## config.mk

```make
export PLATFORM = sky130hd
export DESIGN_NAME = tlb_top
export DESIGN_NICKNAME = d
export VERILOG_FILES = /design/src/verilog/tlb_pkg.sv /design/src/verilog/tlb_entry_store.sv /design/src/verilog/tlb_lookup.sv /design/src/verilog/tlb_resp_merge.sv /design/src/verilog/tlb_top.sv
export VERILOG_INCLUDE_DIRS = /design/src /design/src/verilog
export SDC_FILE = /design/constraint.sdc
export NUM_CORES = 1
export LEC_CHECK = 0
export BUFFER_PORTS_ARGS = -buffer_cell sky130_fd_sc_hd__clkbuf_2
export CAP_MARGIN = 0
export CORE_UTILIZATION = 55
export DETAILED_ROUTE_END_ITERATION = 7
export PLACE_DENSITY = 0.81
export RECOVER_POWER = 25
export SLEW_MARGIN = 25
export SYNTH_ARGS = -nofsm -noshare
export SYNTH_HDL_FRONTEND = slang
export SYNTH_SLANG_ARGS = --single-unit
export TNS_END_PERCENT = 30
```

## constraint.sdc

```tcl
create_clock -name clk -period 6 [get_ports clk]
set_input_delay 1.8 -clock clk [delete_from_list [all_inputs] [get_ports clk]]
set_output_delay 1.8 -clock clk [all_outputs]
set_load 0.01 [all_outputs]
```

## src/verilog/tlb_macros.svh

```systemverilog
`ifndef TLB_MACROS_SVH
`define TLB_MACROS_SVH

// TLB geometry
`define TLB_ENTRIES 8

// virtual tag fields
`define TLB_PID_W 12
`define TLB_VPN_W 20

// physical address is frame plus page offset
`define TLB_PPN_W 6
`define TLB_OFF_W 12
`define TLB_PA_W 18

`define TLB_LOW_LIMIT 32'h0003_0000  // kernel bypass bound

// flow control
`define TLB_REQ_CREDITS 2
`define TLB_RESP_CREDITS 4

`endif

```

## src/verilog/tlb_pkg.sv

```systemverilog
package tlb_pkg;

  // codes reported by a lookup
  typedef enum logic [7:0] {
    exc_none  = 8'h00,
    exc_umiss = 8'h82,  // user mode miss
    exc_kmiss = 8'h83   // kernel mode miss
  } exc_e;

  // response source
  typedef enum logic {
    port_inst = 1'b0,
    port_data = 1'b1
  } port_e;

endpackage

```

## src/verilog/tlb_entry_store.sv

```systemverilog
`timescale 1ns/1ns
`include "tlb_macros.svh"

module tlb_entry_store (
  input  logic                                               clk,
  input  logic                                               rst,
  input  logic                                               fill_valid,
  input  logic [`TLB_PID_W-1:0]                              fill_pid,
  input  logic [`TLB_VPN_W-1:0]                              fill_vpn,
  input  logic [`TLB_PPN_W-1:0]                              fill_ppn,
  input  logic                                               clear,
  output logic [`TLB_ENTRIES-1:0]                            ent_valid,
  output logic [`TLB_ENTRIES*(`TLB_PID_W+`TLB_VPN_W)-1:0]    ent_tag,
  output logic [`TLB_ENTRIES*`TLB_PPN_W-1:0]                 ent_ppn
);

  localparam int tag_w = `TLB_PID_W + `TLB_VPN_W;
  localparam int ptr_w = $clog2(`TLB_ENTRIES);

  logic [`TLB_ENTRIES-1:0] valid_q;
  logic [tag_w-1:0]        tag_q [`TLB_ENTRIES];
  logic [`TLB_PPN_W-1:0]   ppn_q [`TLB_ENTRIES];
  logic [ptr_w-1:0]        victim;  // next slot to replace
  logic                    do_fill;

  assign do_fill = fill_valid && !clear;  // clear wins

  always_ff @(posedge clk) begin
    if (rst) begin
      valid_q <= '0;
      victim  <= '0;
    end else if (clear) begin
      valid_q <= '0;
    end else if (do_fill) begin
      valid_q[victim] <= 1'b1;
      victim          <= victim + ptr_w'(1);
    end
  end

  // tag and frame storage
  always_ff @(posedge clk) begin
    if (do_fill) begin
      tag_q[victim] <= {fill_pid, fill_vpn};
      ppn_q[victim] <= fill_ppn;
    end
  end

  assign ent_valid = valid_q;

  for (genvar i = 0; i < `TLB_ENTRIES; i++) begin : g_flat
    assign ent_tag[i*tag_w +: tag_w]           = tag_q[i];
    assign ent_ppn[i*`TLB_PPN_W +: `TLB_PPN_W] = ppn_q[i];
  end

  // maintenance is serialized by the pipeline
  a_fill_clear: assert property (@(posedge clk) disable iff (rst)
    !(fill_valid && clear));

endmodule

```

## src/verilog/tlb_lookup.sv

```systemverilog
`timescale 1ns/1ns
`include "tlb_macros.svh"

module tlb_lookup (
  input  logic                                               clk,
  input  logic                                               rst,
  input  logic                                               req_valid,
  input  logic [31:0]                                        vaddr,
  input  logic [`TLB_PID_W-1:0]                              pid,
  input  logic                                               kmode,
  input  logic [7:0]                                         exc_in,
  input  logic [`TLB_ENTRIES-1:0]                            ent_valid,
  input  logic [`TLB_ENTRIES*(`TLB_PID_W+`TLB_VPN_W)-1:0]    ent_tag,
  input  logic [`TLB_ENTRIES*`TLB_PPN_W-1:0]                 ent_ppn,
  output logic                                               res_valid,
  output logic [`TLB_PA_W-1:0]                               res_paddr,
  output logic [7:0]                                         res_exc
);

  localparam int tag_w = `TLB_PID_W + `TLB_VPN_W;

  logic [tag_w-1:0]        key;
  logic [`TLB_ENTRIES-1:0] match;
  logic                    hit;
  logic [`TLB_PPN_W-1:0]   hit_ppn;
  logic                    low;
  logic [`TLB_PA_W-1:0]    paddr_d;
  tlb_pkg::exc_e           exc_d;
  tlb_pkg::exc_e           exc_q;

  assign key = {pid, vaddr[31:`TLB_OFF_W]};
  assign low = kmode && (vaddr < `TLB_LOW_LIMIT);  // kernel low region

  // scan downward so the lowest matching index is kept
  always_comb begin
    hit     = 1'b0;
    hit_ppn = '0;
    for (int i = `TLB_ENTRIES - 1; i >= 0; i--) begin
      match[i] = ent_valid[i] && (ent_tag[i*tag_w +: tag_w] == key);
      if (match[i]) begin
        hit     = 1'b1;
        hit_ppn = ent_ppn[i*`TLB_PPN_W +: `TLB_PPN_W];
      end
    end
  end

  always_comb begin
    if (exc_in != 8'h00) begin  // earlier stage fault
      paddr_d = '0;
      exc_d   = tlb_pkg::exc_e'(exc_in);
    end else if (low) begin
      paddr_d = vaddr[`TLB_PA_W-1:0];
      exc_d   = tlb_pkg::exc_none;
    end else if (hit) begin
      paddr_d = {hit_ppn, vaddr[`TLB_OFF_W-1:0]};
      exc_d   = tlb_pkg::exc_none;
    end else begin
      paddr_d = '0;
      exc_d   = kmode ? tlb_pkg::exc_kmiss : tlb_pkg::exc_umiss;
    end
  end

  always_ff @(posedge clk) begin
    if (rst) res_valid <= 1'b0;
    else     res_valid <= req_valid;
  end

  always_ff @(posedge clk) begin
    if (req_valid) begin
      res_paddr <= paddr_d;
      exc_q     <= exc_d;
    end
  end

  assign res_exc = exc_q;

  // fills never create duplicate keys
  a_one_match: assert property (@(posedge clk) disable iff (rst)
    req_valid |-> $onehot0(match));

endmodule

```

## src/verilog/tlb_resp_merge.sv

```systemverilog
`timescale 1ns/1ns
`include "tlb_macros.svh"

module tlb_resp_merge (
  input  logic                  clk,
  input  logic                  rst,
  input  logic                  inst_res_valid,
  input  logic [`TLB_PA_W-1:0]  inst_res_paddr,
  input  logic [7:0]            inst_res_exc,
  input  logic                  data_res_valid,
  input  logic [`TLB_PA_W-1:0]  data_res_paddr,
  input  logic [7:0]            data_res_exc,
  input  logic                  resp_credit,
  output logic                  inst_credit,
  output logic                  data_credit,
  output logic                  resp_valid,
  output tlb_pkg::port_e        resp_port,
  output logic [`TLB_PA_W-1:0]  resp_paddr,
  output logic [7:0]            resp_exc
);

  localparam int depth = `TLB_REQ_CREDITS;
  localparam int ptr_w = $clog2(depth);
  localparam int cnt_w = $clog2(depth + 1);
  localparam int rc_w  = $clog2(`TLB_RESP_CREDITS + 1);

  logic [1:0]           in_valid;
  logic [`TLB_PA_W-1:0] in_paddr [2];
  tlb_pkg::exc_e        in_exc [2];

  logic [`TLB_PA_W-1:0] q_paddr [2][depth];
  tlb_pkg::exc_e        q_exc [2][depth];
  logic [ptr_w-1:0]     wr_ptr [2];
  logic [ptr_w-1:0]     rd_ptr [2];
  logic [cnt_w-1:0]     q_cnt [2];

  logic [1:0]           avail;
  logic [`TLB_PA_W-1:0] head_paddr [2];
  tlb_pkg::exc_e        head_exc [2];
  logic [1:0]           push;
  logic [1:0]           pop;
  logic [1:0]           grant;
  logic [1:0]           credit_q;
  logic [rc_w-1:0]      rc_cnt;  // downstream slots left
  logic                 prio;    // favored port on a tie
  logic                 send;
  tlb_pkg::port_e       sel;

  assign in_valid[tlb_pkg::port_inst] = inst_res_valid;
  assign in_valid[tlb_pkg::port_data] = data_res_valid;
  assign in_paddr[tlb_pkg::port_inst] = inst_res_paddr;
  assign in_paddr[tlb_pkg::port_data] = data_res_paddr;
  assign in_exc[tlb_pkg::port_inst]   = tlb_pkg::exc_e'(inst_res_exc);
  assign in_exc[tlb_pkg::port_data]   = tlb_pkg::exc_e'(data_res_exc);

  always_comb begin
    // an empty queue forwards the incoming result directly
    for (int p = 0; p < 2; p++) begin
      avail[p]      = (q_cnt[p] != '0) || in_valid[p];
      head_paddr[p] = (q_cnt[p] != '0) ? q_paddr[p][rd_ptr[p]] : in_paddr[p];
      head_exc[p]   = (q_cnt[p] != '0) ? q_exc[p][rd_ptr[p]] : in_exc[p];
    end

    if (avail == 2'b11)  sel = tlb_pkg::port_e'(prio);
    else if (avail[1])   sel = tlb_pkg::port_data;
    else                 sel = tlb_pkg::port_inst;

    send       = (avail != 2'b00) && (rc_cnt != '0);
    grant      = 2'b00;
    grant[sel] = send;

    for (int p = 0; p < 2; p++) begin
      pop[p]  = grant[p] && (q_cnt[p] != '0);
      push[p] = in_valid[p] && !(grant[p] && (q_cnt[p] == '0));
    end
  end

  always_ff @(posedge clk) begin
    for (int p = 0; p < 2; p++) begin
      if (push[p]) begin
        q_paddr[p][wr_ptr[p]] <= in_paddr[p];
        q_exc[p][wr_ptr[p]]   <= in_exc[p];
      end
    end
  end

  always_ff @(posedge clk) begin
    if (rst) begin
      for (int p = 0; p < 2; p++) begin
        wr_ptr[p] <= '0;
        rd_ptr[p] <= '0;
        q_cnt[p]  <= '0;
      end
      prio       <= 1'b0;
      rc_cnt     <= rc_w'(`TLB_RESP_CREDITS);
      resp_valid <= 1'b0;
      credit_q   <= 2'b00;
    end else begin
      for (int p = 0; p < 2; p++) begin
        if (push[p]) wr_ptr[p] <= wr_ptr[p] + ptr_w'(1);
        if (pop[p])  rd_ptr[p] <= rd_ptr[p] + ptr_w'(1);
        q_cnt[p] <= q_cnt[p] + cnt_w'(push[p]) - cnt_w'(pop[p]);
      end
      if (send) prio <= (sel == tlb_pkg::port_inst);  // other port next
      rc_cnt     <= rc_cnt - rc_w'(send) + rc_w'(resp_credit);
      resp_valid <= send;
      credit_q   <= grant;  // credit back on the dequeue edge
    end
  end

  always_ff @(posedge clk) begin
    if (send) begin
      resp_port  <= sel;
      resp_paddr <= head_paddr[sel];
      resp_exc   <= head_exc[sel];
    end
  end

  assign inst_credit = credit_q[tlb_pkg::port_inst];
  assign data_credit = credit_q[tlb_pkg::port_data];

  // senders stay within their request credits
  for (genvar p = 0; p < 2; p++) begin : g_chk
    a_no_overflow: assert property (@(posedge clk) disable iff (rst)
      push[p] |-> (q_cnt[p] < depth));
  end

  // downstream never returns more than it was given
  a_rc_bound: assert property (@(posedge clk) disable iff (rst)
    rc_cnt <= `TLB_RESP_CREDITS);

endmodule

```

## src/verilog/tlb_top.sv

```systemverilog
`timescale 1ns/1ns
`include "tlb_macros.svh"

module tlb_top (
  input  logic                  clk,
  input  logic                  rst,
  input  logic                  inst_valid,
  input  logic [31:0]           inst_vaddr,
  input  logic [`TLB_PID_W-1:0] inst_pid,
  input  logic                  inst_kmode,
  input  logic                  data_valid,
  input  logic [31:0]           data_vaddr,
  input  logic [`TLB_PID_W-1:0] data_pid,
  input  logic                  data_kmode,
  input  logic [7:0]            data_exc_in,
  input  logic                  fill_valid,
  input  logic [`TLB_PID_W-1:0] fill_pid,
  input  logic [`TLB_VPN_W-1:0] fill_vpn,
  input  logic [`TLB_PPN_W-1:0] fill_ppn,
  input  logic                  clear,
  output logic                  inst_credit,
  output logic                  data_credit,
  output logic                  resp_valid,
  output tlb_pkg::port_e        resp_port,
  output logic [`TLB_PA_W-1:0]  resp_paddr,
  output logic [7:0]            resp_exc,
  input  logic                  resp_credit
);

  logic [`TLB_ENTRIES-1:0]                         ent_valid;
  logic [`TLB_ENTRIES*(`TLB_PID_W+`TLB_VPN_W)-1:0] ent_tag;
  logic [`TLB_ENTRIES*`TLB_PPN_W-1:0]              ent_ppn;

  logic                 inst_res_valid;
  logic [`TLB_PA_W-1:0] inst_res_paddr;
  logic [7:0]           inst_res_exc;
  logic                 data_res_valid;
  logic [`TLB_PA_W-1:0] data_res_paddr;
  logic [7:0]           data_res_exc;

  tlb_entry_store u_store (
    .clk        (clk),
    .rst        (rst),
    .fill_valid (fill_valid),
    .fill_pid   (fill_pid),
    .fill_vpn   (fill_vpn),
    .fill_ppn   (fill_ppn),
    .clear      (clear),
    .ent_valid  (ent_valid),
    .ent_tag    (ent_tag),
    .ent_ppn    (ent_ppn)
  );

  tlb_lookup u_inst_lookup (
    .clk       (clk),
    .rst       (rst),
    .req_valid (inst_valid),
    .vaddr     (inst_vaddr),
    .pid       (inst_pid),
    .kmode     (inst_kmode),
    .exc_in    (8'h00),  // no upstream faults on fetch
    .ent_valid (ent_valid),
    .ent_tag   (ent_tag),
    .ent_ppn   (ent_ppn),
    .res_valid (inst_res_valid),
    .res_paddr (inst_res_paddr),
    .res_exc   (inst_res_exc)
  );

  tlb_lookup u_data_lookup (
    .clk       (clk),
    .rst       (rst),
    .req_valid (data_valid),
    .vaddr     (data_vaddr),
    .pid       (data_pid),
    .kmode     (data_kmode),
    .exc_in    (data_exc_in),
    .ent_valid (ent_valid),
    .ent_tag   (ent_tag),
    .ent_ppn   (ent_ppn),
    .res_valid (data_res_valid),
    .res_paddr (data_res_paddr),
    .res_exc   (data_res_exc)
  );

  tlb_resp_merge u_merge (
    .clk            (clk),
    .rst            (rst),
    .inst_res_valid (inst_res_valid),
    .inst_res_paddr (inst_res_paddr),
    .inst_res_exc   (inst_res_exc),
    .data_res_valid (data_res_valid),
    .data_res_paddr (data_res_paddr),
    .data_res_exc   (data_res_exc),
    .resp_credit    (resp_credit),
    .inst_credit    (inst_credit),
    .data_credit    (data_credit),
    .resp_valid     (resp_valid),
    .resp_port      (resp_port),
    .resp_paddr     (resp_paddr),
    .resp_exc       (resp_exc)
  );

endmodule
```

==> impl_metrics.env <==
export IMPL_clock_root_buffer="clkbuf_16"
export IMPL_synth_edf_count=473
export IMPL_grt_max_degree=50
export IMPL_hpwl_microns=69500
export IMPL_cts_resized=0
export IMPL_grt_antenna_before_repair=5
export IMPL_p_leak_nw=9.54
export IMPL_place_area_sq_um=25700
export IMPL_routed_wl_microns=92200
export IMPL_fmax_mhz=210
export IMPL_stdcell_count=2627
export IMPL_cts_buffers=51
export IMPL_cts_sinks=497
export IMPL_max_stage_delay_ps=870
export IMPL_synth_nets=1974
export IMPL_ctsHtreeMaxLevel=2
export IMPL_nets=2148
export IMPL_grt_pass1_wl_microns=125000
export IMPL_synth_top_area_frac=0.588
export IMPL_syn_mean_instance_area_sq_um=13.2
export IMPL_cpLargestDelayFamily="simple AND/OR/NAND/NOR gates"
export IMPL_power_density_nw_per_um2=333
export IMPL_hold_path_class="flip-flop to flip-flop"
export IMPL_cts_path_max_buffers=3
export IMPL_ioPinCount=173
export IMPL_status="completed"
export IMPL_min_period_ps=4770
export IMPL_rsz0062_at_grt="false"
export IMPL_skew_ps=31.9
export IMPL_min_delay_start="u_data_lookup.res_exc[0]"
export IMPL_maxSlewViolCount=0
export IMPL_grt_overflow=0
export IMPL_synthFlopType="edfxtp_1"
export IMPL_cp_start_kind="input port"
export IMPL_die_height_microns=212
export IMPL_finalCritPeriodShare=0.795
export IMPL_finalHoldViolCount=0
export IMPL_route_vias_total=16788
export IMPL_final_cell_mix="edfxtp_1 (473), xor2_1 (383), clkbuf_2 (143)"
export IMPL_critPathMaxFanout=9
export IMPL_grt_pass1_vias=16076
export IMPL_final_antenna_net_count=0
export IMPL_routedWlPerCell_microns=35.1
export IMPL_drt_first_pass_iters=7
export IMPL_drc=0
export IMPL_path_clk_slew_ps=60
export IMPL_io_buffers=172
export IMPL_core_sq_um=43200
export IMPL_num_rows=76
export IMPL_cts_tree="done"
export IMPL_r2r_start="u_store.tag_q[7][9]"
export IMPL_ys_async_sr_fraction=0
export IMPL_via_per_inst=6.39
export IMPL_area_delta_synth_final_pct=13.4
export IMPL_dp_cells=2529
export IMPL_syn_area_sq_um=24100
export IMPL_drt_iter0_markers=2614
export IMPL_slew_headroom=0.248
export IMPL_synth_area_top_cells="edfxtp_1 (59%), xor2_1 (14%), xnor2_1 (4.4%)"
export IMPL_final_common_cell="edfxtp_1"
export IMPL_start_util=0.559
export IMPL_clock_latency_ps=630
export IMPL_maxCapViolations=0
export IMPL_design_area_sq_um=27400
export IMPL_critPathBufInv=2
export IMPL_irDropWorstVdd_mv=0.666
export IMPL_yosysTopAreaCell="edfxtp_1"
export IMPL_crit_path_cell_trace="clkbuf_2 > xor2_1 > nor4_1 > nand4_1 > nor3_1 > buf_4 > nand3b_1 > a311oi_1 > o2111ai_1 > a21oi_1"
export IMPL_yosysUniqueCellTypes=64
export IMPL_n_fill_cell=3348
export IMPL_end_kind="flip-flop"
export IMPL_setup_violations=0
export IMPL_setup_worst_path_start="data_vaddr[26]"
export IMPL_dieArea_sq_um=44700
export IMPL_setup_tns_ps=0
export IMPL_seqCellArea_sq_um=14700
export IMPL_cp_data_arrival_time_ps=5250
export IMPL_grt_use_total=0.416
export IMPL_drive_above_1_share=0.158
export IMPL_die_x_microns=212
export IMPL_worstPathRequired_ps=6470
export IMPL_yosysSeqAreaShare=0.608
export IMPL_synth_warnings=0
export IMPL_gp_congestion=1.06
export IMPL_syn_inst=1823
export IMPL_multi_input_area_sq_um=8850
export IMPL_tightest_slew_ps=1120
export IMPL_worst_setup_path_type="input port to flip-flop"
export IMPL_slowest_stage="nor4_1"
export IMPL_post_cts_buffers=0
export IMPL_hold_buffers=0
export IMPL_ys_ff_latch=497
==> synthesized netlist by cell type (4+ instances only) <==
cell type    n
edfxtp_1   473
xor2_1     383
xnor2_1    122
nor4_1      98
nand2_1     73
nor2_1      71
mux2i_1     47
buf_2       44
a21oi_1     39
nand4_1     38
inv_1       36
nand3_1     35
o21ai_0     33
clkbuf_1    32
nor2b_1     29
dfxtp_1     24
nor3_1      23
o211ai_1    22
buf_4       21
nand2b_1    20
and2_1      17
o21a_1      12
a221o_1      7
and3_1       7
ha_1         7
nand3b_1     7
o2111ai_1    7
o31ai_1      7
or3_1        7
a311oi_1     6
buf_6        6
a211oi_1     5
o221a_2      5
or4_1        5
a311o_1      4
mux2_2       4
o311ai_0     4
or2_2        4
==> path summary, 6_finish.rpt <==
kind / endpoint / slack [ps] / cells after the start
max: u_data_lookup.res_paddr[15] / 1230 / 10
min: u_merge.q_exc[0][24] / 480 / 0
max reg2reg: u_data_lookup.res_paddr[15] / 2290 / 9
min reg2reg: u_merge.q_exc[0][24] / 480 / 0
==> power by group <==
group / total, W / switching, W / leakage [nW] / internal [W]
Sequential: 0.00423 / 0.0000990 / 4.54 / 0.00413
Combinational: 0.00161 / 0.00111 / 4.17 / 0.000500
Clock: 0.00328 / 0.00143 / 0.833 / 0.00184
Total: 0.00912 / 0.00265 / 9.54 / 0.00647
==> layout make-up <==
type,instances,area share
Multi-Input combinational cell,1185,0.323
Tap cell,585,0.0267
Sequential cell,497,0.536
Inverter,36,0.00494
Clock inverter,38,0.0149
Antenna cell,2,0.000183
Clock buffer,58,0.0476
Timing Repair Buffer,226,0.0458
==> stage by stage <==
step                utilization  worst slack [ps]  hold slack, ps  power, W
CTS                       0.635              1480             476   0.00910
floorplan                     -               621             445   0.00527
finish                    0.634              1230             477   0.00912
global placement          0.595               717             454   0.00583
detailed placement        0.595               824             459   0.00588
global route              0.634              1210             487   0.00936
==> sequential cells by signal, indices dropped and copies added (netlist names), 2 cells and up <==
name and count:
u_inst_lookup.res_paddr 18, u_merge.q_exc 20, u_merge.q_paddr 72, u_merge.rc_cnt 3, u_store.victim 3, u_data_lookup.res_paddr 18, u_data_lookup.res_exc 8, u_store.tag_q 256
u_inst_lookup.res_exc 2, u_store.ppn_q 48, u_merge.wr_ptr 2, u_merge.resp_paddr 18, u_merge.credit_q 2, u_merge.rd_ptr 2, u_store.ent_valid 8, u_merge.resp_exc 8
u_merge.q_cnt 4
==> worst register-to-register path: stages (launching register included) <==
cell,delay (ps)
edfxtp_1,460
xor2_1,190
nor4_1,920
nand4_1,420
nor3_1,300
buf_4,220
nand3b_1,80
a311oi_1,580
o2111ai_1,230
a21oi_1,160
==> logic make-up (layout without fill, tap and decap cells) <==
| group | after synthesis | in the layout | synth area share |
|---|---|---|---|
| XOR/XNOR | 506 | 506 | 0.184 |
| multiplexers | 51 | 51 | 0.0214 |
| buffers and inverters | 141 | 358 | 0.0293 |
| AND/OR/NAND/NOR | 453 | 453 | 0.104 |
| flip-flops | 497 | 497 | 0.608 |
| adder cells (fa/ha/maj) | 8 | 8 | 0.00446 |
| AO/OA/AOI/OAI | 167 | 167 | 0.0487 |
| other | 0 | 2 | 0 |
==> metal layers <==
layer  GRT usage  share of wire  vias up
li1            -              -     6985
met1       0.553           0.37     8304
met2       0.644           0.45     1254
met3      0.0819           0.11      241
met4       0.225          0.062        4
met5           0        0.00035        -
(Power assumes the default switching activity.)
